[config.mk]
export PLATFORM = sky130hd
export DESIGN_NAME = unified_memory
export DESIGN_NICKNAME = d
export VERILOG_FILES = /design/src/rtl/unified_memory.sv
export VERILOG_INCLUDE_DIRS = /design/src /design/src/common
export SDC_FILE = /design/constraint.sdc
export NUM_CORES = 2
export LEC_CHECK = 0
export BUFFER_PORTS_ARGS = -buffer_cell sky130_fd_sc_hd__buf_2
export CAP_MARGIN = 20
export CORE_MARGIN = 2
export CORE_UTILIZATION = 40
export CTS_BUF_LIST = sky130_fd_sc_hd__clkbuf_4
export CTS_CLUSTER_DIAMETER = 150
export CTS_CLUSTER_SIZE = 24
export DETAILED_ROUTE_END_ITERATION = 16
export PLACE_DENSITY_LB_ADDON = 0.3
export SYNTH_ARGS = -nofsm -noshare
export SYNTH_HDL_FRONTEND = slang
export SYNTH_SLANG_ARGS = --single-unit
[constraint.sdc]
create_clock -name clock -period 7.74 [get_ports clock]
set_input_delay 0.387 -clock clock [delete_from_list [all_inputs] [get_ports clock]]
set_output_delay 0.387 -clock clock [all_outputs]
set_load 0.05 [all_outputs]
[src/common/mc16_config.svh]
`ifndef MC16_CONFIG_SVH
`define MC16_CONFIG_SVH

// ###########################################################################
// Processor sizing
// ###########################################################################

`define DATA_WIDTH    16
`define REG_COUNT     16
`define MEM_ADDR_BITS 8 // 256 words
`define RESET_PC      0

`endif
[src/rtl/unified_memory.sv]
`timescale 1ns/10ps
`include "mc16_config.svh"

module unified_memory
(
    input  logic                      clock,
    input  logic                      rst_n,
    input  logic                      load_en,
    input  logic [`MEM_ADDR_BITS-1:0] load_addr,
    input  logic [`DATA_WIDTH-1:0]    load_data,
    input  logic [`MEM_ADDR_BITS-1:0] addr,
    input  logic [`DATA_WIDTH-1:0]    wdata,
    input  logic                      mem_write,
    output logic [`DATA_WIDTH-1:0]    rdata
);

    logic [`DATA_WIDTH-1:0] ram [2**`MEM_ADDR_BITS];

    // ###########################################################################
    // Single write port, shared between program load and stores
    // ###########################################################################

    always_ff @(posedge clock)
    begin
        if (!rst_n)
        begin
            if (load_en)
                ram[load_addr] <= load_data;
        end
        else if (mem_write)
            ram[addr] <= wdata;
    end

    assign rdata = ram[addr]; // Asynchronous read

endmodule

==> impl_metrics.tcl <==
set metrics [dict create \
    p_leak_uw 0.05059 \
    fin_crit_ps 5663 \
    worst_slew_pin_slew_ps 1414 \
    synth_top_cell_area_share_pct 77.57 \
    wl_per_cell_um 33.05 \
    ctsHtreeMaxLevel 4 \
    vias 78420 \
    port_buffers 67 \
    slew_violations 0 \
    cts_setup_buffers 0 \
    endpoint "rdata[9]" \
    tritoncts "yes" \
    setup.worst_path.class "in2out" \
    grt-ovfl-total 0 \
    syn_nets 7470 \
    grt_setup_unrepaired "false" \
    synth_flop_cell "edfxtp_1" \
    die_area_mm2 0.4015 \
    max-cap-violations 0 \
    drive_gt1_share_pct 20.88 \
    ys_ff_latch 4096 \
    grt_pass1_wl_um 597700 \
    grt.total_usage_pct 20.96 \
    yosysUniqueCellTypes 63 \
    clkPwrFrac_pct 21.3 \
    synthTopCellsByArea "edfxtp_1, mux4_2, mux2i_1" \
    grt_max_degree 197 \
    power_density_mw_per_mm2 205.4 \
    switching_share_pct 23.18 \
    largest_reg_flops 4096 \
    arrival_ps 5280 \
    grt_pass1_vias 76450 \
    fp.dieH_um 633.6 \
    drt_pre_antenna_iters 7 \
    gp_congestion 0.8771 \
    fin_nets 7783 \
    largest_register "ram" \
    antenna_found_initial 39 \
    vias_per_cell 6.034 \
    min_path_cells 5 \
    power_switching_uw 8064 \
    synth_area_mm2 0.1586 \
    synthCells 7418 \
    rows 231 \
    pin_count 68 \
    dp_hpwl_um 252900 \
    cp-start-kind "input port" \
    power.total_uw 34790 \
    cp-end-kind "output pin" \
    synth_edf_count 4096 \
    seqCellArea_mm2 0.1230 \
    cp.required_ps 7350 \
    start_util_pct 40.10 \
    cts.clk_slew.worst_paths_ps 230 \
    fin_crit_sh_pct 73.17 \
    setup_viol 0 \
    ys_async_sr_fraction_pct 0 \
    ys_seq_area_share_pct 77.57 \
    ys_warn_count 0 \
    reg.largest.list "ram: 4096 flops" \
    area_delta_synth_final_pct 6.802 \
    pwr-share-comb_pct 7.8 \
    power.internal_uw 26720 \
    die_x_um 633.6 \
    final_hold_viol_count 0 \
    numCtsBuffers 193 \
    fill_cells 33830 \
    multi_input_area_mm2 0.03298 \
    irDropWorstVdd_mv 0.1526 \
    drt_iter0_drc 11200 \
    routed_wl_um 429500 \
    slew_headroom_pct 5.766 \
    cts_root_buffer "clkbuf_4" \
    fin_tns_setup_ps 0 \
    seqPwrFrac_pct 70.9 \
    synth_top_cell_by_area "edfxtp_1" \
    drtAntennaViolNets 0 \
    avgSynthCellArea_um2 21.38 \
    final.setup.worst_slack_ps 2077 \
    drc 0 \
    pre_cts_ws_ps 2237 \
    cts.sinks 4096 \
    max_freq_mhz 176.6 \
    clk_path_buf_depth 4 \
    fin_hold_ws_ps 202.9 \
    critPathMaxFanout 99 \
    status "finished, final reports clean" \
    core-area_mm2 0.3954 \
    startpoint "addr[0]" \
    hold_path_class "in2reg" \
]
[layout make-up]
cell class                      instances  area share (%)
Tap cell                             5242           3.873
Timing Repair Buffer                  574           3.036
Clock inverter                         10         0.07536
Inverter                                4         0.01478
Multi-Input combinational cell       2862           19.48
Antenna cell                            9         0.01330
Sequential cell                      4096           72.63
Clock buffer                          199          0.8822
[worst min path at each step]
stage	startpoint	to	slack, ps
after floorplan	load_addr[5]	ram[0][0]	1100
after global placement	wdata[2]	ram[146][2]	950
after detailed placement	wdata[2]	ram[178][2]	990
after CTS	wdata[12]	ram[145][12]	40
after global routing	wdata[12]	ram[145][12]	210
final	wdata[12]	ram[145][12]	200
[cell families after synthesis]
group,count (synthesis),share of synthesized area [%]
flops,4096,77.57
compound gates,822,3.763
mux,1368,14.85
buf+inv,460,1.869
simple gates,672,1.950
[power groups by stage]
stage	Sequential [µW]	Combinational, µW	Clock (µW)
after floorplan	25300	1530	0
after global placement	25100	2570	0
after detailed placement	25200	2630	0
after CTS	24700	2710	7610
after global routing	24700	2840	8210
final	24700	2720	7400
[Yosys cell counts (all sizes together), types with 4 or more instances]
library cell / n
o21bai: 12
or2: 5
buf: 258
o21ai: 82
nor2: 296
a221oi: 70
nand3b: 10
inv: 4
mux2: 13
edfxtp: 4096
nor3: 107
a211oi: 30
nand2: 130
clkbuf: 198
o221ai: 238
and2: 4
a211o: 4
a21oi: 132
nand3: 31
nand4: 11
nor4: 45
a22oi: 25
nor2b: 5
a31o: 11
a22o: 51
nand2b: 8
mux4: 785
o22ai: 149
mux2i: 570
or3: 6
[cell usage in the layout, fill, tap and decap left out, types with 6 or more instances in the layout]
| cell type | Yosys | layout |
|---|---|---|
| edfxtp_1 | 4096 | 4096 |
| mux4_2 | 782 | 782 |
| mux2i_1 | 570 | 570 |
| buf_4 | 38 | 366 |
| nor2_1 | 296 | 265 |
| o221ai_1 | 235 | 235 |
| clkbuf_4 | 0 | 199 |
| o22ai_1 | 149 | 149 |
| a21oi_1 | 132 | 132 |
| nand2_1 | 130 | 112 |
| nor3_1 | 107 | 105 |
| o21ai_0 | 76 | 76 |
| dlygate4sd3_1 | 0 | 71 |
| a221oi_1 | 70 | 70 |
| buf_2 | 81 | 70 |
| a22o_1 | 51 | 51 |
| buf_12 | 10 | 45 |
| nor4_1 | 33 | 31 |
| a211oi_1 | 30 | 30 |
| nor2_2 | 0 | 26 |
| a22oi_1 | 25 | 25 |
| nand3_1 | 31 | 21 |
| nand2_4 | 0 | 16 |
| mux2_2 | 13 | 13 |
| nor4_2 | 12 | 13 |
| o21bai_1 | 12 | 12 |
| a31o_2 | 11 | 11 |
| nand4_1 | 11 | 11 |
| nand3b_1 | 10 | 10 |
| nand3_2 | 0 | 10 |
| buf_8 | 33 | 10 |
| diode_2 | 0 | 9 |
| buf_16 | 0 | 9 |
| nand2b_1 | 8 | 7 |
| or3_1 | 6 | 6 |
[worst max-delay path, stage by stage]
cell	delay, ps
buf_12	570
buf_4	620
buf_4	430
mux4_2	290
a221oi_1	80
o22ai_1	620
o22ai_1	400
nor4_2	1040
buf_2	420
[layer usage]
layer  vias up  GRT usage [%]  wire [µm]
met2      3819          32.82     199900
met5         -              0        210
met3       529          4.144      40640
met1     42340          29.74     174400
met4        32          6.434      14270
li1      31700              -          -
[per-stage QoR]
stage,std cells,instance area [µm²],utilization [%]
floorplan,7418,158600,-
global placement,12670,166400,42.08
detailed placement,12690,166600,42.14
CTS,12980,169300,42.81
global route,12990,169300,42.83
finish,13000,169300,42.83
[what timing repair did]
| item | in CTS | in global routing |
|---|---|---|
| hold buffers | 84 | 1 |
| resized for setup | 0 | 0 |
| endpoints found under the hold margin | 2828 | 8 |
Note: power is estimated with default switching activity, not from simulation.
