## config.mk

```make
export PLATFORM = sky130hd
export DESIGN_NAME = decode_stage
export DESIGN_NICKNAME = d
export VERILOG_FILES = /design/src/common/isa_pkg.sv /design/src/rtl/decode_stage.sv
export VERILOG_INCLUDE_DIRS = /design/src /design/src/common
export SDC_FILE = /design/constraint.sdc
export NUM_CORES = 1
export LEC_CHECK = 0
export BUFFER_PORTS_ARGS = -buffer_cell sky130_fd_sc_hd__buf_2
export CELL_PAD_IN_SITES_DETAIL_PLACEMENT = 2
export CELL_PAD_IN_SITES_GLOBAL_PLACEMENT = 2
export CORE_ASPECT_RATIO = 1.1
export CORE_UTILIZATION = 35
export CTS_CLUSTER_DIAMETER = 30
export CTS_CLUSTER_SIZE = 20
export DETAILED_ROUTE_END_ITERATION = 7
export PLACE_DENSITY = 0.79
export REMOVE_ABC_BUFFERS = 1
export SYNTH_ARGS = -nofsm -noshare
export SYNTH_HDL_FRONTEND = slang
export SYNTH_SLANG_ARGS = --single-unit
```

## constraint.sdc

```tcl
create_clock -name clock -period 2.47 [get_ports clock]
set_input_delay 0 -clock clock [delete_from_list [all_inputs] [get_ports clock]]
set_output_delay 0 -clock clock [all_outputs]
set_load 0.01 [all_outputs]
```

## src/common/mc16_config.svh

```systemverilog
`ifndef MC16_CONFIG_SVH
`define MC16_CONFIG_SVH

// ###########################################################################
// Processor sizing
// ###########################################################################

`define DATA_WIDTH    16
`define REG_COUNT     16
`define MEM_ADDR_BITS 8 // 256 words
`define RESET_PC      0

`endif
```

## src/common/isa_pkg.sv

```systemverilog
package isa_pkg;

    // ###########################################################################
    // Instruction encoding
    // ###########################################################################

    typedef enum logic [3:0]
    {
        ADD  = 4'd0,
        SUB  = 4'd1,
        AND  = 4'd2,
        OR   = 4'd3,
        ADDI = 4'd4,
        LW   = 4'd5,
        SW   = 4'd6,
        BEQ  = 4'd7,
        IN   = 4'd8,
        OUT  = 4'd9,
        HALT = 4'd15 // Unused codes behave the same
    } opcode_t;

    typedef struct packed
    {
        opcode_t    opcode;
        logic [3:0] rd;
        logic [3:0] rs1;
        logic [3:0] rs2;
    } r_fields_t;

    typedef struct packed
    {
        opcode_t           opcode;
        logic [3:0]        rd;   // Store data register for SW
        logic [3:0]        rs1;
        logic signed [3:0] imm4;
    } i_fields_t;

    // One IR word seen through either field layout
    typedef union packed
    {
        r_fields_t r;
        i_fields_t i;
    } instr_u;

    typedef enum logic [1:0]
    {
        ALU_ADD,
        ALU_SUB,
        ALU_AND,
        ALU_OR
    } alu_op_t;

endpackage

```

## src/rtl/decode_stage.sv

```systemverilog
`timescale 1ns/10ps
`include "mc16_config.svh"

module decode_stage
(
    input  logic                   clock,
    input  logic                   rst_n,
    input  isa_pkg::instr_u        instr,
    input  logic                   reg_write,
    input  logic [`DATA_WIDTH-1:0] wb_data,
    output logic [`DATA_WIDTH-1:0] a_q,
    output logic [`DATA_WIDTH-1:0] b_q,
    output logic [`DATA_WIDTH-1:0] imm
);
    import isa_pkg::*;

    logic [`DATA_WIDTH-1:0] regs [`REG_COUNT];
    logic [3:0]             rb_addr;

    // R-type reads rs2, everything else reads rd on the second port
    always_comb
    begin
        case (instr.r.opcode)
            ADD, SUB, AND, OR: rb_addr = instr.r.rs2;
            default:           rb_addr = instr.r.rd;
        endcase
    end

    always_ff @(posedge clock)
    begin
        if (!rst_n)
        begin
            for (int i = 0; i < `REG_COUNT; i++)
                regs[i] <= '0;
        end
        else if (reg_write)
            regs[instr.r.rd] <= wb_data;
    end

    always_ff @(posedge clock)
    begin
        a_q <= regs[instr.r.rs1];
        b_q <= regs[rb_addr];
    end

    assign imm = {{(`DATA_WIDTH-4){instr.i.imm4[3]}}, instr.i.imm4};

endmodule

```

==> impl_metrics.py <==
metrics = {
    "outcome": {
        "status": "finished clean",
    },
    "placement": {
        "gp_congestion": 0.835,
        "hpwl_um": 33300,
        "place_ws_ns": 0.253,
        "placed_area_um2": 16100,
        "portBuffers": 80,
        "dp_cells": 1715,
    },
    "synth": {
        "synth_top_area_share": 0.513,
        "synth.area.top_cells": "edfxtp_1 51%, mux4_2 12%, and2_1 11%",
        "ys_seq_elements": 288,
        "ys_types": 45,
        "async_flop_share": 0,
        "syn_avg_cell_area_um2": 13.2,
        "postSynthCellCount": 1134,
        "synth_seq_area_share": 0.555,
        "yosysTopAreaCell": "edfxtp_1",
        "synth-edff-count": 256,
        "ys_warn_count": 0,
        "synth_flop_cell": "edfxtp_1",
        "yosys-top-cells-count": "256 x and2_1, 256 x edfxtp_1, 80 x mux4_2",
        "syn_area_um2": 15000,
    },
    "setup_path": {
        "path_max_fanout": 16,
        "max_stage_delay_ns": 0.87,
        "crit_path_end_kind": "flop",
        "cp.buffers_inverters": 1,
        "arrival_ns": 2.21,
        "criticalPathCategory": "input pin to flop",
        "path_cells": "buf_2, or2_1, a31o_1, o21ai_0, nand4_1, o2bb2ai_1",
        "cp_top_family": "compound AO/OA/AOI/OAI gates",
        "critPathLaunchType": "input pin",
        "critPathRequiredTime_ns": 2.92,
        "cp_slowest_cell": "a31o_1",
    },
    "detailed_routing": {
        "drc_errors": 0,
        "wl_per_cell_um": 32.5,
        "routed_via_density": 6.07,
        "drtIter0Drc": 970,
        "ant_nets": 0,
        "dr.pass1.iters": 5,
        "vias": 11277,
        "wl_um": 60300,
    },
    "grt": {
        "grt.overflow.total": 0,
        "grt_antenna_before_repair": 1,
        "grt_pass1_vias": 12461,
        "track_usage": 0.282,
        "grt_pass1_wl_um": 87900,
        "grt_max_degree": 66,
    },
    "final_layout": {
        "regArea_um2": 8330,
        "nNetsFinal": 1269,
        "fin_cells": 1857,
        "drive_gt1_frac": 0.276,
        "diodes": 0,
        "fillers": 4182,
        "syn2layout_area_growth_pct": 22.8,
        "fin_util": 0.435,
        "final_area_um2": 18400,
        "multi_input_area_um2": 6060,
    },
    "clock_network": {
        "cts_made_buffers": 68,
        "cts_root_buf": "clkbuf_16",
        "cts_tree": "done",
        "clkTransAtPathRegs_ns": 0.06,
        "cts_buffer_depth": 3,
        "htree_levels": 3,
        "insertion_delay_ns": 0.58,
        "cts.sinks": 288,
    },
    "floorplanning": {
        "initial_core_util": 0.354,
        "rows": 79,
        "io-pin-count": 83,
        "die_area_um2": 43700,
        "core_area_um2": 42300,
        "die_w_um": 199,
        "dieHeight_um": 219,
    },
    "power": {
        "peakVddDrop_v": 0.000390,
        "leakagePower_uw": 0.00671,
        "cellPowerDensity_nw_per_um2": 882,
    },
    "timing": {
        "rsz0062_at_grt": "false",
        "min_period_ns": 1.77,
        "skew_ns": 0.0232,
        "setup_viol": 0,
        "setup_slack_ns": 0.704,
        "max_freq_ghz": 0.566,
        "slew_headroom": 0.130,
        "post-route-period-util": 0.715,
        "hold_ws_ns": 0.0778,
        "worst_pin_slew_ns": 1.30,
        "final-hold-violation-count": 0,
        "maxSlewViolCount": 0,
    },
    "run": {
        "cap_viol_max_count": 0,
    },
    "hold_path": {
        "hp-class": "input pin to flop",
    },
}
[through the flow]
stage / setup TNS, ns / power (µW)
final: 0 / 16200
after global routing: 0 / 16600
after CTS: 0 / 16300
after detailed placement: 0 / 7550
after global placement: 0 / 7450
after floorplan: -11.60 / 6660
[worst paths after layout]
kind	cells after the start	to	start	slack (ns)
worst max register to register	2	a_q[4]	regs[11][4]	0.80
worst max-delay path	6	b_q[3]	instr[14]	0.70
worst min-delay path	2	a_q[11]	instr[7]	0.08
worst min register to register	3	b_q[2]	regs[13][2]	0.74
[power breakdown]
group	internal, µW	switching, µW	total, µW
Sequential	5660	240	5900
Clock	5580	3050	8630
Combinational	648	1070	1720
Total	11900	4350	16200
[layout make-up]
class / count / area share
clock buffer: 91 / 0.104
clock inverter: 35 / 0.0141
inverter: 1 / 0.000204
multi-input combinational: 724 / 0.329
sequential: 288 / 0.452
tap: 567 / 0.0385
timing repair buffer: 151 / 0.0612
[repair_timing]
action | in CTS | in global routing
resized for setup | 0 | 0
hold endpoints to repair | 235 | 0
hold buffers | 16 | 0
buffers inserted | 0 | 0
[state kept, by name, indices dropped and copies added, names as in the netlist]
signal and flops:
a_q 16, regs 256, b_q 16
[layout by cell type, fill, tap and decap left out, types with 16 or more instances in the layout]
master and instances:
a21oi_1 32, and2_1 256, buf_2 79, buf_4 44
clkbuf_16 71, dfxtp_1 32, dlygate4sd3_1 16, edfxtp_1 256
mux2i_1 64, mux4_2 80, nand3_1 64, nand4_1 17
nor3_1 32, o21ai_0 59, o221ai_1 32, o2bb2ai_1 16
[routing by layer]
| metal | global-route usage | vias up | routed length (µm) |
|---|---|---|---|
| li1 | - | 4532 | - |
| met1 | 0.329 | 5911 | 22400 |
| met2 | 0.490 | 598 | 30900 |
| met3 | 0.0506 | 236 | 3830 |
| met4 | 0.155 | 0 | 3280 |
| met5 | 0 | - | 0 |
[worst register-to-register path: stages, from the launching register on]
cell and delay (ns):
edfxtp_1 0.43, mux4_2 0.56, mux4_2 0.54
[cell families after synthesis]
group,Yosys count,share of synthesized area
buffers and inverters,122,0.0447
multiplexers,145,0.164
AO/OA/AOI/OAI,165,0.0704
AND/OR/NAND/NOR,414,0.166
flip-flops,288,0.555
No activity file was read; power rests on OpenSTA's default activity.
