File: config.mk
export PLATFORM = sky130hd
export DESIGN_NAME = memory_stage
export DESIGN_NICKNAME = d
export VERILOG_FILES = /design/src/common/ctrl_pkg.sv /design/src/rtl/memory_stage.sv
export VERILOG_INCLUDE_DIRS = /design/src /design/src/common
export SDC_FILE = /design/constraint.sdc
export NUM_CORES = 1
export LEC_CHECK = 0
export ABC_AREA = 1
export BUFFER_PORTS_ARGS = -buffer_cell sky130_fd_sc_hd__buf_2
export CORE_ASPECT_RATIO = 0.8
export CORE_UTILIZATION = 40
export DETAILED_ROUTE_END_ITERATION = 12
export GPL_TIMING_DRIVEN = 0
export PLACE_DENSITY_LB_ADDON = 0.12
export SETUP_SLACK_MARGIN = 0.5
export SYNTH_ARGS = -nofsm -noshare
export SYNTH_HDL_FRONTEND = slang
export SYNTH_SLANG_ARGS = --single-unit
File: constraint.sdc
create_clock -name clock -period 2.2 [get_ports clock]
set_input_delay 0.44 -clock clock [delete_from_list [all_inputs] [get_ports clock]]
set_output_delay 0.44 -clock clock [all_outputs]
set_load 0.005 [all_outputs]
File: src/common/mc16_config.svh
`ifndef MC16_CONFIG_SVH
`define MC16_CONFIG_SVH

// ###########################################################################
// Processor sizing
// ###########################################################################

`define DATA_WIDTH    16
`define REG_COUNT     16
`define MEM_ADDR_BITS 8 // 256 words
`define RESET_PC      0

`endif
File: src/common/ctrl_pkg.sv
package ctrl_pkg;

    typedef enum logic [2:0]
    {
        FETCH,
        DECODE,
        EXEC,
        MEM,
        WB,
        HALTED
    } state_t;

    typedef enum logic
    {
        SRC_A_PC,
        SRC_A_REG
    } src_a_t;

    typedef enum logic [1:0]
    {
        SRC_B_REG,
        SRC_B_ONE,
        SRC_B_IMM
    } src_b_t;

    typedef enum logic [1:0]
    {
        WB_ALU,
        WB_MDR,
        WB_IO
    } wb_sel_t;

endpackage

File: src/rtl/memory_stage.sv
`timescale 1ns/10ps
`include "mc16_config.svh"

module memory_stage
(
    input  logic                   clock,
    input  logic                   rst_n,
    input  logic [`DATA_WIDTH-1:0] mem_rdata,
    input  logic [`DATA_WIDTH-1:0] alu_out,
    input  logic [`DATA_WIDTH-1:0] a_q,
    input  logic [`DATA_WIDTH-1:0] io_in,
    input  ctrl_pkg::wb_sel_t      wb_sel,
    input  logic                   io_write,
    output logic [`DATA_WIDTH-1:0] wb_data,
    output logic [`DATA_WIDTH-1:0] io_out,
    output logic                   io_strobe
);
    import ctrl_pkg::*;

    logic [`DATA_WIDTH-1:0] mdr;

    always_ff @(posedge clock)
    begin
        mdr <= mem_rdata;
    end

    // OUT drives rs1 from A, strobe follows one cycle later
    always_ff @(posedge clock)
    begin
        if (!rst_n)
        begin
            io_out    <= '0;
            io_strobe <= 1'b0;
        end
        else
        begin
            if (io_write)
                io_out <= a_q;
            io_strobe <= io_write;
        end
    end

    always_comb
    begin
        case (wb_sel)
            WB_MDR:  wb_data = mdr;
            WB_IO:   wb_data = io_in;
            default: wb_data = alu_out;
        endcase
    end

endmodule

==> results.sh <==
export IMPL_status="completed"
export IMPL_core_um2=3130
export IMPL_critPathRequiredTime_ps=1760
export IMPL_hold_violations=0
export IMPL_path_cells="buf_8, inv_4, ha_4, buf_8, inv_8, buf_6, nand2_2, nand2_1, buf_2"
export IMPL_place_congestion=0.701
export IMPL_wirelength_um=3590
export IMPL_rrSetupSlack_ps=1560
export IMPL_power_leakage_uw=0.00128
export IMPL_mappedNetlistArea_um2=1340
export IMPL_synth_top_cell_by_area="dfxtp_1"
export IMPL_cts_clk_slew_worst_paths_ps=60
export IMPL_slew_headroom_pct=88.7
export IMPL_antenna_cells=0
export IMPL_die_y_um=53.7
export IMPL_maxCapViolCount=0
export IMPL_grt_busiest_layer="met2"
export IMPL_hold_path_class="primary input to flop"
export IMPL_crit_top_cell="buf_8"
export IMPL_worstHoldStart="mem_rdata[14]"
export IMPL_setup_tns_ps=0
export IMPL_grt_pass1_wl_um=5000
export IMPL_vias=1539
export IMPL_met3_usage_pct=6.78
export IMPL_ctsHtreeMaxLevel=2
export IMPL_synth_distinct_cells=13
export IMPL_grt_usage_pct=18.6
export IMPL_fin_nets=379
export IMPL_slowest_stage="ha_4"
export IMPL_ctsHoldBuffers=0
export IMPL_syn_num_nets=266
export IMPL_holdPathEnd="mdr[14]"
export IMPL_drtPass1Iterations=5
export IMPL_insertion_delay_ps=270
export IMPL_io_buffers=101
export IMPL_gr_usage_met1_pct=23.6
export IMPL_cp_arrival_ps=1320
export IMPL_worstReg2RegEnd="io_out[15]"
export IMPL_powerDensity_nw_per_um2=640
export IMPL_grt_max_degree=11
export IMPL_clock_sink_count=33
export IMPL_crit_reg2reg_launch="io_out[15]"
export IMPL_drtAntennaViolNets=0
export IMPL_layout_common_cells="buf_2 (99), nand2_1 (65), dfxtp_1 (33), nor2_1 (32), nand2_2 (31)"
export IMPL_cts_root_buf="clkbuf_8"
export IMPL_hpwl_um=2490
export IMPL_max_slew_worst_pin_slew_ps=167
export IMPL_nFillCells=260
export IMPL_ir_worst_vdd_v=0.000531
export IMPL_initial_core_util_pct=42.7
export IMPL_final_common_cell="buf_2"
export IMPL_final_period_utilization_pct=80.2
export IMPL_setup_viol=0
export IMPL_drive_above_1_share_pct=52.4
export IMPL_synth_cells=195
export IMPL_rr_worst_depth=2
export IMPL_clock_path_buffers=2
export IMPL_via_per_inst=4.41
export IMPL_drc=0
export IMPL_avgSynthCellArea_um2=6.86
export IMPL_die_area_um2=3580
export IMPL_end_kind="output port"
export IMPL_cp_max_fo=8
export IMPL_skew_ps=0
export IMPL_dp_cells=336
export IMPL_stdcell_count=349
export IMPL_drt_initial_drc_count=98
export IMPL_startpoint_type="primary input"
export IMPL_path_buf_inv=6
export IMPL_antenna_found_initial=0
export IMPL_synthTopCellsByArea="dfxtp_1 (49%), nand2_1 (27%), nor2_1 (9.0%), o21ai_0 (4.5%), buf_4 (2.2%)"
export IMPL_max_freq_ghz=0.567
export IMPL_yosysWarnings=0
export IMPL_grt_use_met2_pct=29.3
export IMPL_cts_buffers=5
export IMPL_grt_pass1_vias=1272
export IMPL_die_x_um=66.7
export IMPL_final_util_pct=72.3
export IMPL_crit_family="buffers and inverters"
export IMPL_syn_to_final_growth_pct=69.2
export IMPL_grt_overflow_total=0
export IMPL_io_pins=102
export IMPL_min_period_ps=1760
export IMPL_wl_per_cell_um=10.3
export IMPL_ys_seq_area_share_pct=49.4
export IMPL_worstHoldPathCells=1
export IMPL_cpPeakStageDelay_ps=250
export IMPL_crit_type="primary input to output port"
export IMPL_rows=18
export IMPL_p_total_uw=1450
export IMPL_synth_top_area_share_pct=49.4
export IMPL_cts_tree="built"
export IMPL_yosys_register_bits=33
export IMPL_report_final_slew_viol_count=0
export IMPL_rsz0062_at_grt="true"
## synth_stat cells
| master | number |
|---|---|
| inv_1 | 3 |
| nand2_1 | 97 |
| nor2_1 | 32 |
| buf_2 | 2 |
| buf_6 | 1 |
| clkbuf_4 | 1 |
| buf_4 | 4 |
| o21ai_1 | 4 |
| dfxtp_1 | 33 |
| o21ai_0 | 12 |
| ha_1 | 2 |
| clkbuf_2 | 2 |
| inv_2 | 2 |
## flip-flops by register name, indices dropped and copies added, names as in the netlist
| name | flops |
|---|---|
| mdr | 16 |
| io_strobe | 1 |
| io_out | 16 |
## report_power, final
part / internal, uW / switching (uW)
Combinational: 167 / 145
Sequential: 635 / 14.9
Clock: 282 / 204
## cells by family (layout without fill, tap and decap cells)
logic type / Yosys count / count (layout) / share of synthesized area, %
AOI/OAI and AO/OA: 16 / 16 / 5.99
DFF: 33 / 33 / 49.4
buffers and inverters: 15 / 129 / 6.55
and+or+nand+nor: 129 / 129 / 36.2
adders and majority gates: 2 / 2 / 1.87
## repair_timing
| action | in CTS | in global routing |
|---|---|---|
| pin swaps | 11 | 3 |
| setup endpoints to repair | 16 | 16 |
| resized for setup | 55 | 11 |
| gates cloned | 2 | 1 |
| hold endpoints to repair | 0 | 0 |
| buffers inserted | 2 | 0 |
## how the worst max path moves through the flow
stage / start / end / cells after the start
final: wb_sel[0] / wb_data[11] / 9
after global routing: wb_sel[0] / wb_data[9] / 9
after CTS: wb_sel[1] / wb_data[10] / 10
after detailed placement: wb_sel[0] / wb_data[12] / 9
after global placement: wb_sel[0] / wb_data[12] / 9
after floorplan: wb_sel[0] / wb_data[10] / 7
## through the flow
| step | hold slack [ps] | worst slack [ps] | instance area (um2) |
|---|---|---|---|
| 2_1_floorplan | 468 | 526 | 1340 |
| 3_3_place_gp | 463 | 253 | 1890 |
| 3_5_place_dp | 474 | 248 | 1890 |
| 4_1_cts | 252 | 452 | 2200 |
| 5_1_grt | 245 | 391 | 2260 |
| 6_report | 261 | 436 | 2260 |
## cell type report
type,count,area (um2),share of cell area (%)
clock inverter,1,5.00,0.221
clock buffer,7,96.3,4.26
multi-input combinational,147,699,30.9
inverter,5,31.3,1.38
sequential,33,661,29.2
buffer,10,120,5.31
tap,40,50.0,2.21
timing repair buffer,106,601,26.5
## layer usage
| metal | vias to the layer above | part of all wire, % |
|---|---|---|
| met5 | - | 0 |
| met4 | 0 | 0.17 |
| met3 | 2 | 6.1 |
| met2 | 46 | 46 |
| met1 | 675 | 47 |
| li1 | 816 | - |
Note: power is estimated with default switching activity, not from simulation.
