### src/common/mc16_config.svh
`ifndef MC16_CONFIG_SVH
`define MC16_CONFIG_SVH

// ###########################################################################
// Processor sizing
// ###########################################################################

`define DATA_WIDTH    16
`define REG_COUNT     16
`define MEM_ADDR_BITS 8 // 256 words
`define RESET_PC      0

`endif
### src/common/ctrl_pkg.sv
package ctrl_pkg;

    typedef enum logic [2:0]
    {
        FETCH,
        DECODE,
        EXEC,
        MEM,
        WB,
        HALTED
    } state_t;

    typedef enum logic
    {
        SRC_A_PC,
        SRC_A_REG
    } src_a_t;

    typedef enum logic [1:0]
    {
        SRC_B_REG,
        SRC_B_ONE,
        SRC_B_IMM
    } src_b_t;

    typedef enum logic [1:0]
    {
        WB_ALU,
        WB_MDR,
        WB_IO
    } wb_sel_t;

endpackage

### src/common/isa_pkg.sv
package isa_pkg;

    // ###########################################################################
    // Instruction encoding
    // ###########################################################################

    typedef enum logic [3:0]
    {
        ADD  = 4'd0,
        SUB  = 4'd1,
        AND  = 4'd2,
        OR   = 4'd3,
        ADDI = 4'd4,
        LW   = 4'd5,
        SW   = 4'd6,
        BEQ  = 4'd7,
        IN   = 4'd8,
        OUT  = 4'd9,
        HALT = 4'd15 // Unused codes behave the same
    } opcode_t;

    typedef struct packed
    {
        opcode_t    opcode;
        logic [3:0] rd;
        logic [3:0] rs1;
        logic [3:0] rs2;
    } r_fields_t;

    typedef struct packed
    {
        opcode_t           opcode;
        logic [3:0]        rd;   // Store data register for SW
        logic [3:0]        rs1;
        logic signed [3:0] imm4;
    } i_fields_t;

    // One IR word seen through either field layout
    typedef union packed
    {
        r_fields_t r;
        i_fields_t i;
    } instr_u;

    typedef enum logic [1:0]
    {
        ALU_ADD,
        ALU_SUB,
        ALU_AND,
        ALU_OR
    } alu_op_t;

endpackage

### src/rtl/execute_stage.sv
`timescale 1ns/10ps
`include "mc16_config.svh"

module execute_stage
(
    input  logic                   clock,
    input  logic                   rst_n,
    input  logic [`DATA_WIDTH-1:0] pc,
    input  logic [`DATA_WIDTH-1:0] a_q,
    input  logic [`DATA_WIDTH-1:0] b_q,
    input  logic [`DATA_WIDTH-1:0] imm,
    input  ctrl_pkg::src_a_t       src_a,
    input  ctrl_pkg::src_b_t       src_b,
    input  isa_pkg::alu_op_t       alu_op,
    input  logic                   branch,
    output logic [`DATA_WIDTH-1:0] alu_out,
    output logic [`DATA_WIDTH-1:0] pc_next,
    output logic                   branch_eq
);
    import isa_pkg::*;
    import ctrl_pkg::*;

    logic [`DATA_WIDTH-1:0] opnd_a;
    logic [`DATA_WIDTH-1:0] opnd_b;
    logic [`DATA_WIDTH-1:0] alu_result;

    assign opnd_a = src_a == SRC_A_PC ? pc : a_q;

    always_comb
    begin
        case (src_b)
            SRC_B_ONE: opnd_b = `DATA_WIDTH'(1);
            SRC_B_IMM: opnd_b = imm;
            default:   opnd_b = b_q;
        endcase
    end

    always_comb
    begin
        case (alu_op)
            ALU_SUB: alu_result = opnd_a - opnd_b;
            ALU_AND: alu_result = opnd_a & opnd_b;
            ALU_OR:  alu_result = opnd_a | opnd_b;
            default: alu_result = opnd_a + opnd_b; // Wraps at 16 bits
        endcase
    end

    always_ff @(posedge clock)
    begin
        if (!rst_n)
            alu_out <= '0;
        else
            alu_out <= alu_result;
    end

    // PC already points past the BEQ here
    assign pc_next   = branch ? pc + imm : alu_result;
    assign branch_eq = a_q == b_q;

endmodule

### config.mk
export PLATFORM = sky130hd
export DESIGN_NAME = execute_stage
export DESIGN_NICKNAME = d
export VERILOG_FILES = /design/src/common/ctrl_pkg.sv /design/src/common/isa_pkg.sv /design/src/rtl/execute_stage.sv
export VERILOG_INCLUDE_DIRS = /design/src /design/src/common
export SDC_FILE = /design/constraint.sdc
export NUM_CORES = 1
export LEC_CHECK = 0
export ABC_AREA = 1
export BUFFER_PORTS_ARGS = -buffer_cell sky130_fd_sc_hd__buf_2
export CAP_MARGIN = 10
export CORE_ASPECT_RATIO = 1.75
export CORE_MARGIN = 4
export CORE_UTILIZATION = 46
export CTS_CLUSTER_DIAMETER = 150
export DETAILED_ROUTE_END_ITERATION = 8
export GPL_TIMING_DRIVEN = 0
export PLACE_DENSITY_LB_ADDON = 0.2
export RECOVER_POWER = 25
export REMOVE_ABC_BUFFERS = 1
export SYNTH_ARGS = -nofsm -noshare
export SYNTH_HDL_FRONTEND = slang
export SYNTH_SLANG_ARGS = --single-unit
### constraint.sdc
create_clock -name clock -period 4.5 [get_ports clock]
set_clock_uncertainty 0.2 [all_clocks]
set_input_delay 0.9 -clock clock [delete_from_list [all_inputs] [get_ports clock]]
set_output_delay 0.9 -clock clock [all_outputs]
set_load 0.05 [all_outputs]
==> reports/results.ini <==
[floorplanning]
ios = 105
core_sq_um = 7620
initial_core_util = 0.4750
dieWidth_um = 75.06
die_area_sq_um = 9408
num_rows = 42
die_h_um = 125.4

[placed_design]
hpwl_um = 10260
place_inst = 797
place_ws_ns = -2.011
gp_congestion = 0.9250
placed_area_sq_um = 4153
io_buffers = 104

[routing]
ant_nets = 0
dr.pass1.iters = 5
routed_via_density = 5.516
vias = 4617
wirelength_um = 13460
wl_per_cell_um = 16.08
drc_errors = 0
dr.first_iter.drc_count = 391

[finish]
mostFrequentLayoutCell = nand2_1
fin_nets = 859
reg_top3 = alu_out: 16 flops
drive_above_1_share = 0.3405
nFillCells = 716
area_delta_synth_final_pct = 38.44
final-instance-count-excl-fill = 837
largest_register_ffs = 16
fin_area_sq_um = 5011
fin_util = 0.6576
largest_register = alu_out
layout_common_cells = nand2_1, buf_2, inv_1
num_antenna_cells = 0

[worst_setup_path]
cp_common_cell = buf_8
critPathRequiredTime_ns = 3.40
cp_num_buf_inv = 8
critical_path.max_fanout = 7
startpoint_type = input pin
crit_start = src_b[0]
cp_slowest_cell = ha_1
path_class = in2out
crit_path_end_kind = output port
max_stage_delay_ns = 0.33
arrival_ns = 4.17
crit_family = simple AND/OR/NAND/NOR gates

[synth]
yosysWarnings = 0
synthDistinctLibCells = 40
netlist_area_sq_um = 3620
ys_seq_area_frac = 0.08849
synth-seq-cells = 16
synth_top_area_cell = nand2_1
syn_inst = 620
avgSynthCellArea_sq_um = 5.838
synth_top_cell_area_share = 0.1576
synth.area.top_cells = nand2_1, ha_1, dfxtp_1

[grt]
gr-usage-met3 = 0.02008
antenna_found_initial = 0
grt_most_used_layer = met2
track_usage = 0.2716
grt_pass1_wl_um = 20220
grt_use_met1 = 0.3086
grt_pass1_vias = 4578
grt_remaining_overflow = 0
grt_max_degree = 21
grtUsageMet2 = 0.4887

[sta]
maxSlewViolCount = 0
final.min_clock_period_ns = 5.272
finalCritPeriodShare = 1.172
worst_pin_slew_ns = 0.6678
clock.fmax_mhz = 189.7
setup_viol_count_final = 13
finalHoldViolCount = 0
fin_ws_ns = -0.7724
slew_headroom = 0.5521
rsz0062_at_grt = yes

[power]
power_density_nw_per_um2 = 319.9
cellLeakagePower_nw = 2.634
peakVddDrop_uv = 187.4

[clock_network]
clock_sinks = 16
numCtsBuffers = 3
path_clk_slew_ns = 0.05
cts_root_buffer = clkbuf_16
h-tree-depth = 1
clockBufferDepth = 2
cts_tree = done

[outcome]
violations = negative setup slack
status = finished with violations

[job]
drv_cap = 0

[min_path]
worst_hold_path_type = in2reg
worstHoldStart = rst_n

-- cells in the mapped netlist --
cell      count
nor3_1        3
nor3_2        1
nor2_2       21
nand2_2      10
nand3_2       1
o21ai_2       1
o22ai_1       2
nand4_1       8
buf_12        1
clkinv_1      1
a21boi_0      2
nor2_1       41
xor2_1       18
a21oi_1      56
nor4_1        1
nor2_4        1
ha_1         35
clkbuf_1      8
inv_1        81
fa_1          2
nand3_1      35
inv_2         2
nand2_1     152
or2_2        12
a31oi_1       4
buf_4         2
dfxtp_1      16
o21bai_1      2
o21ai_0      53
xnor2_1      24
a22oi_1       2
buf_6         2
a21boi_1      1
o211ai_1      6
or2_0         1
a21o_1        6
o21a_1        1
and3_1        1
buf_2         2
a211oi_1      2
-- metal layers --
layer  part of all wire  vias to the layer above
met5                  0                        -
met4              0.036                        0
met3              0.061                       36
met2               0.53                      213
met1               0.37                     2084
li1                   -                     2284
-- final cells by class --
cell class                      instances  area [sq um]  area share
Timing Repair Buffer                  140         908.4      0.1813
Inverter                               84         324.1     0.06467
Clock buffer                            4         88.84     0.01773
Tap cell                               88         110.1     0.02197
Multi-Input combinational cell        505          3259      0.6504
Sequential cell                        16         320.3     0.06392
-- through the flow --
step	TNS (ns)	total power [mW]	hold WS, ns
4_1_cts	-5.735	1.464	0.6504
3_5_place_dp	-30.55	1.110	0.9094
3_3_place_gp	-28.42	1.098	0.8979
5_1_grt	-9.332	1.702	0.6724
6_report	-6.866	1.603	0.6495
2_1_floorplan	-13.62	0.8761	0.7976
-- cells by family (layout without fill, tap and decap cells) --
family	after synthesis	after routing	synth area share
flops	16	16	0.08849
compound gates	138	138	0.2091
fa+ha+maj	37	37	0.1320
buf+inv	99	228	0.1141
xor+xnor	42	42	0.1016
simple gates	288	288	0.3547
-- worst paths after layout --
path                           to  slack (ns)  cells after the start
worst min-delay path   alu_out[0]        0.65                      3
worst max-delay path  pc_next[12]       -0.77                     26
-- where the power goes --
group / internal, mW / switching [mW]
sequential: 0.165 / 0.00473
combinational: 0.444 / 0.789
clock: 0.135 / 0.0646
total: 0.745 / 0.858
-- repair_timing --
| item | CTS | global route |
|---|---|---|
| pin swaps | 42 | 41 |
| hold buffers | 0 | 0 |
| setup buffers | 23 | 13 |
| gates resized for setup | 102 | 50 |
| setup endpoints to repair | 27 | 14 |
Note: power is estimated with default switching activity, not from simulation.
