## config.mk

```make
export PLATFORM = sky130hd
export DESIGN_NAME = cycle_controller
export DESIGN_NICKNAME = d
export VERILOG_FILES = /design/src/common/mc16_config.svh /design/src/common/ctrl_pkg.sv /design/src/common/isa_pkg.sv /design/src/control/cycle_controller.sv
export SDC_FILE = /design/constraint.sdc
export NUM_CORES = 1
export LEC_CHECK = 0
export BUFFER_PORTS_ARGS = -buffer_cell sky130_fd_sc_hd__clkbuf_2
export CORE_AREA = 2 2 39 41
export CTS_BUF_LIST = sky130_fd_sc_hd__clkbuf_8
export CTS_CLUSTER_SIZE = 25
export DETAILED_ROUTE_END_ITERATION = 10
export DIE_AREA = 0 0 41 43
export GPL_TIMING_DRIVEN = 1
export PLACE_DENSITY = 0.62
export REMOVE_ABC_BUFFERS = 1
export SLEW_MARGIN = 0
export SYNTH_ARGS = -nofsm -noshare
export SYNTH_HDL_FRONTEND = slang
export SYNTH_SLANG_ARGS = --single-unit
```

## constraint.sdc

```tcl
create_clock -name clock -period 1.5 [get_ports clock]
set_clock_uncertainty 0.15 [all_clocks]
set_input_delay 0.075 -clock clock [delete_from_list [all_inputs] [get_ports clock]]
set_output_delay 0.075 -clock clock [all_outputs]
set_load 0.01 [all_outputs]
```

## src/common/mc16_config.svh

```systemverilog
`ifndef MC16_CONFIG_SVH
`define MC16_CONFIG_SVH

// ###########################################################################
// Processor sizing
// ###########################################################################

`define DATA_WIDTH    16
`define REG_COUNT     16
`define MEM_ADDR_BITS 8 // 256 words
`define RESET_PC      0

`endif
```

## src/common/ctrl_pkg.sv

```systemverilog
package ctrl_pkg;

    typedef enum logic [2:0]
    {
        FETCH,
        DECODE,
        EXEC,
        MEM,
        WB,
        HALTED
    } state_t;

    typedef enum logic
    {
        SRC_A_PC,
        SRC_A_REG
    } src_a_t;

    typedef enum logic [1:0]
    {
        SRC_B_REG,
        SRC_B_ONE,
        SRC_B_IMM
    } src_b_t;

    typedef enum logic [1:0]
    {
        WB_ALU,
        WB_MDR,
        WB_IO
    } wb_sel_t;

endpackage

```

## src/common/isa_pkg.sv

```systemverilog
package isa_pkg;

    // ###########################################################################
    // Instruction encoding
    // ###########################################################################

    typedef enum logic [3:0]
    {
        ADD  = 4'd0,
        SUB  = 4'd1,
        AND  = 4'd2,
        OR   = 4'd3,
        ADDI = 4'd4,
        LW   = 4'd5,
        SW   = 4'd6,
        BEQ  = 4'd7,
        IN   = 4'd8,
        OUT  = 4'd9,
        HALT = 4'd15 // Unused codes behave the same
    } opcode_t;

    typedef struct packed
    {
        opcode_t    opcode;
        logic [3:0] rd;
        logic [3:0] rs1;
        logic [3:0] rs2;
    } r_fields_t;

    typedef struct packed
    {
        opcode_t           opcode;
        logic [3:0]        rd;   // Store data register for SW
        logic [3:0]        rs1;
        logic signed [3:0] imm4;
    } i_fields_t;

    // One IR word seen through either field layout
    typedef union packed
    {
        r_fields_t r;
        i_fields_t i;
    } instr_u;

    typedef enum logic [1:0]
    {
        ALU_ADD,
        ALU_SUB,
        ALU_AND,
        ALU_OR
    } alu_op_t;

endpackage

```

## src/control/cycle_controller.sv

```systemverilog
`timescale 1ns/10ps

module cycle_controller
(
    input  logic              clock,
    input  logic              rst_n,
    input  isa_pkg::opcode_t  opcode,
    input  logic              branch_eq,
    output logic              pc_write,
    output logic              ir_write,
    output logic              iord,
    output ctrl_pkg::src_a_t  src_a,
    output ctrl_pkg::src_b_t  src_b,
    output isa_pkg::alu_op_t  alu_op,
    output logic              branch,
    output logic              mem_write,
    output logic              reg_write,
    output ctrl_pkg::wb_sel_t wb_sel,
    output logic              io_write,
    output logic              halted
);
    import isa_pkg::*;
    import ctrl_pkg::*;

    state_t state;
    state_t state_next;
    logic   is_rtype;

    assign is_rtype = (opcode == ADD) || (opcode == SUB) || (opcode == AND) || (opcode == OR);

    always_ff @(posedge clock)
    begin
        if (!rst_n)
            state <= FETCH;
        else
            state <= state_next;
    end

    // ###########################################################################
    // Per-state outputs and sequencing
    // ###########################################################################

    always_comb
    begin
        state_next = state;
        pc_write   = 1'b0;
        ir_write   = 1'b0;
        iord       = 1'b0;
        src_a      = SRC_A_PC;
        src_b      = SRC_B_ONE;
        alu_op     = ALU_ADD;
        branch     = 1'b0;
        mem_write  = 1'b0;
        reg_write  = 1'b0;
        wb_sel     = WB_ALU;
        io_write   = 1'b0;
        halted     = 1'b0;

        case (state)
            FETCH:
            begin
                ir_write   = 1'b1;
                pc_write   = 1'b1; // PC + 1 through the ALU
                state_next = DECODE;
            end
            DECODE:
            begin
                if (is_rtype || opcode == ADDI || opcode == LW || opcode == SW ||
                    opcode == BEQ)
                    state_next = EXEC;
                else if (opcode == IN)
                    state_next = WB;
                else if (opcode == OUT)
                    state_next = MEM;
                else
                    state_next = HALTED;
            end
            EXEC:
            begin
                src_a = SRC_A_REG;
                src_b = is_rtype || opcode == BEQ ? SRC_B_REG : SRC_B_IMM;
                case (opcode)
                    SUB, BEQ: alu_op = ALU_SUB;
                    AND:      alu_op = ALU_AND;
                    OR:       alu_op = ALU_OR;
                    default:  alu_op = ALU_ADD;
                endcase
                if (opcode == BEQ)
                begin
                    branch     = 1'b1;
                    pc_write   = branch_eq;
                    state_next = FETCH;
                end
                else if (opcode == LW || opcode == SW)
                    state_next = MEM;
                else
                    state_next = WB;
            end
            MEM:
            begin
                iord       = 1'b1;
                mem_write  = opcode == SW;
                io_write   = opcode == OUT;
                state_next = opcode == LW ? WB : FETCH;
            end
            WB:
            begin
                reg_write = 1'b1;
                if (opcode == LW)
                    wb_sel = WB_MDR;
                else if (opcode == IN)
                    wb_sel = WB_IO;
                state_next = FETCH;
            end
            default:
                halted = 1'b1; // Parked until reset
        endcase
    end

endmodule

```

==> tab_implementation.tex <==
\begin{tabular}{lr}
\hline
Metric & Value \\
\hline
\multicolumn{2}{l}{\textbf{Outcome}} \\
\quad Outcome & finished with violations \\
\quad Violations in the final reports & negative setup slack \\
\multicolumn{2}{l}{\textbf{Yosys}} \\
\quad Post-synthesis sequential element count & 3 \\
\quad Cells after synthesis & 53 \\
\quad Number of distinct standard cells referenced by the synthesized netlist & 29 \\
\quad Number of synthesis warnings & 0 \\
\quad Mapped Avg Cell Area & 7.20 µm² \\
\quad Mux share of post-synthesis cell area & 0\% \\
\quad Share of synthesized flip-flops with an asynchronous set or reset & 0\% \\
\quad Fraction of the mapped netlist area in adder cells & 0\% \\
\quad Post-synthesis compound-gate area fraction & a little over a fifth \\
\quad Cell Area, Synth & 382 µm² \\
\quad Portion of the post-synthesis area used by sequential elements & about 16\% \\
\quad Cell types occupying the most area after synthesis & sky130\_fd\_sc\_hd\_\_dfxtp\_1 16\%, sky130\_fd\_sc\_hd\_\_nand2\_1 4.9\%, sky130\_fd\_sc\_hd\_\_nand2b\_1 4.9\% \\
\quad Parity-gate share of the synthesized area counting xor and xnor cells & 2.30\% \\
\quad Simple-Gate Fraction of Synth Area & 49.5\% \\
\quad Dominant combinational cell family by area after synthesis & simple AND/OR/NAND/NOR gates \\
\quad Count of flip-flops with a built-in enable after synthesis & 0 \\
\quad Yosys top cell by area & sky130\_fd\_sc\_hd\_\_dfxtp\_1 \\
\quad Top cell type's share of synthesized area & 15.7\% \\
\quad Primary FF master, synth & sky130\_fd\_sc\_hd\_\_dfxtp\_1 \\
\multicolumn{2}{l}{\textbf{Pwr}} \\
\quad Leakage & 0.324 nW \\
\quad P per Cell Area & $\sim$740 nW/µm² \\
\quad Worst vdd rail ir drop & 0.000577 V \\
\quad Power after layout & 495 µW \\
\multicolumn{2}{l}{\textbf{Critical path}} \\
\quad Worst r2r dst & state[1] \\
\quad Type of the worst setup path & register to output pin \\
\quad Worst path arrival time & 1.39 ns \\
\quad Setup slack on the worst flop-to-flop path & -0.03 ns \\
\quad CP max FO & 5 \\
\quad Critical path capture point type & output pin \\
\quad End point of the critical path & alu\_op[0] \\
\quad Source of the worst register-to-register timing path & state[2] \\
\quad Worst setup startpoint & state[1] \\
\quad Required time reported for the critical path endpoint & about 1.3 ns \\
\quad Cell depth of the worst flop-to-flop path & 5 \\
\quad CP Launch Type & register \\
\multicolumn{2}{l}{\textbf{Floorplan}} \\
\quad Total die area & between 1500 and 2000 µm² \\
\quad Placeable core region & 1380 µm² \\
\quad IO Count & 22 \\
\quad Vertical die dimension & 43 µm \\
\quad Initial Utilization & 27.6\% \\
\quad Width of the die & roughly 41 µm \\
\quad Std-Cell Rows & 14 \\
\multicolumn{2}{l}{\textbf{Final layout}} \\
\quad Share of post-route cells with drive strength above 1 & 63.5\% \\
\quad Antenna cell count & 0 \\
\quad Area added between synthesis and finish & 75.4\% \\
\quad Top Registers & state (3) \\
\quad Net total in the final layout & 93 \\
\quad Max FFs per register & 3 \\
\quad Utilization after layout & 48.4\% \\
\quad Register ranked first by flip-flop count & state \\
\multicolumn{2}{l}{\textbf{Timing}} \\
\quad Worst Tran Pin Value & approximately 0.35 ns \\
\quad Post-route fraction of the period consumed by the critical path & 108\% \\
\quad Setup repair after global routing missed its margin & true \\
\quad Post-layout min period & between 1.5 and 2 ns \\
\quad \# setup viols final & 7 \\
\quad Maximum achievable frequency & 620 MHz \\
\quad Summed negative setup slack over all endpoints & -0.474 ns \\
\quad Max-Slew Margin vs Limit & 76.3\% \\
\quad Setup WS post-layout & -0.113 ns \\
\quad Number of endpoints with negative hold slack in the final report & 0 \\
\quad Final Slew Violations & 0 \\
\multicolumn{2}{l}{\textbf{GRT}} \\
\quad Total global routing track utilization & 14.0\% \\
\quad Global-route wire length before repair & 1.74 mm \\
\quad Initial antenna violation count & 0 \\
\quad Total grt overflow & 0 \\
\quad Vias in the first global route & 428 \\
\quad Pin count of the biggest net entering global routing & 11 \\
\multicolumn{2}{l}{\textbf{Clock network}} \\
\quad TritonCTS clock tree & built \\
\quad Clock Tree Root & sky130\_fd\_sc\_hd\_\_clkbuf\_8 \\
\quad Number of buffers on the longest clock path & 2 \\
\quad Number of CTS-inserted buffers & 3 \\
\quad Clock transition at the registers of the reported paths & 0.03 ns \\
\quad Number of H-tree levels & 1 \\
\quad Clock insertion delay at the later pin of the skew report & around 0.22 ns \\
\quad Clock Sinks & 3 \\
\multicolumn{2}{l}{\textbf{Placed design}} \\
\quad Final Wtd Congestion & between 0.8 and 0.9 \\
\quad HPWL reported at the end of detailed placement & 825 µm \\
\quad Number of buffers added on ports & 21 \\
\multicolumn{2}{l}{\textbf{Hold path}} \\
\quad Class of the tightest hold or removal check & primary input to register \\
\quad Hold Path Origin & opcode[3] \\
\multicolumn{2}{l}{\textbf{Drt}} \\
\quad Average wire per standard cell & 11.5 µm \\
\quad Starting DRC count in detailed routing & 6 \\
\quad First-pass iteration count of the detailed router & 4 \\
\quad Vias after detailed routing & 503 \\
\quad Ratio of routed vias to standard cells & 4.98 \\
\quad Count of antenna-violating nets left after detailed routing & 0 \\
\quad Number of design rule violations left after detail routing & 0 \\
\quad Overall routed net length & 1.17 mm \\
\multicolumn{2}{l}{\textbf{Flow run}} \\
\quad Maximum Capacitance Violations & 0 \\
\hline
\end{tabular}
## how the worst min path moves through the flow
| stage | slack (ns) | depth (start not counted) | end |
|---|---|---|---|
| after floorplan | 0.05 | 1 | alu_op[1] |
| after global placement | 0.17 | 2 | state[0] |
| after detailed placement | 0.18 | 2 | state[0] |
| after CTS | 0.21 | 4 | state[1] |
| after global routing | 0.28 | 4 | state[2] |
| final | 0.22 | 4 | state[1] |
## power by group
group / switching [mW] / internal (mW)
clock: 0.0548 / 0.174
combinational: 0.0881 / 0.0823
sequential: 0.00688 / 0.0885
## stage by stage
step                instance area (µm²)  cells  worst slack [ns]  hold slack, ns
finish                              669    101            -0.113           0.223
global route                        669    101            -0.163           0.279
CTS                                 617    100            -0.105           0.213
detailed placement                  533     93           -0.0298           0.176
global placement                    533     93           0.00754           0.169
floorplan                           355     49            -0.122          0.0510
## Yosys cell counts (2+ instances only)
cell                       count
sky130_fd_sc_hd__nand2_1       5
sky130_fd_sc_hd__nor2_1        5
sky130_fd_sc_hd__inv_1         4
sky130_fd_sc_hd__buf_2         3
sky130_fd_sc_hd__dfxtp_1       3
sky130_fd_sc_hd__nand2b_1      3
sky130_fd_sc_hd__nor3_1        3
sky130_fd_sc_hd__nor4_1        3
sky130_fd_sc_hd__a21oi_1       2
sky130_fd_sc_hd__nor4b_1       2
sky130_fd_sc_hd__o21ai_0       2
## what timing repair did
| item | in CTS | in global routing |
|---|---|---|
| pin swaps | 5 | 2 |
| hold endpoints to repair | 3 | 0 |
| setup buffers | 2 | 1 |
| hold buffers | 1 | 0 |
| setup endpoints to repair | 9 | 15 |
| gates resized for setup | 5 | 19 |
## per-layer routing
| layer | track usage [%] | vias up | wire (µm) |
|---|---|---|---|
| li1 | - | 256 | - |
| met4 | 3.33 | 0 | 15 |
| met1 | 19.4 | 229 | 527 |
| met3 | 6.81 | 2 | 74 |
| met2 | 19.1 | 16 | 549 |
| met5 | 0 | - | 0 |
## final cells by class
type	count	area, µm²
fill	139	714
sequential	3	63.8
clock buffer	3	41.3
tap	16	20.0
clock inverter	1	3.75
inverter	4	15.0
timing repair buffer	32	190
multi-input combinational	42	335
## cell families after synthesis
group / count (synthesis)
XOR/XNOR: 1
buffers and inverters: 8
AND/OR/NAND/NOR: 30
AO/OA/AOI/OAI: 11
flip-flops: 3
## placed cells by master, fill, tap and decap left out, drive strengths merged
cell and count:
nor4b 2, nor2 5, nor4 3, clkbuf 15
nor2b 1, a311oi 1, nand2 5, o31ai 1
dfxtp 3, or3 1, or3b 2, inv 5
o21bai 1, xnor2 1, nor3 5, a21oi 2
nand2b 4, buf 19, or2b 1, a21o 1
dlygate4sd3 1, o311a 1, o31a 1, a31oi 1
and2b 1, o21ai 2
## critical path: stages, from the launching register on
cell	delay [ns]
sky130_fd_sc_hd__dfxtp_2	0.34
sky130_fd_sc_hd__or3b_4	0.43
sky130_fd_sc_hd__buf_4	0.16
sky130_fd_sc_hd__nor3_2	0.10
sky130_fd_sc_hd__buf_2	0.15
(Power assumes the default switching activity.)
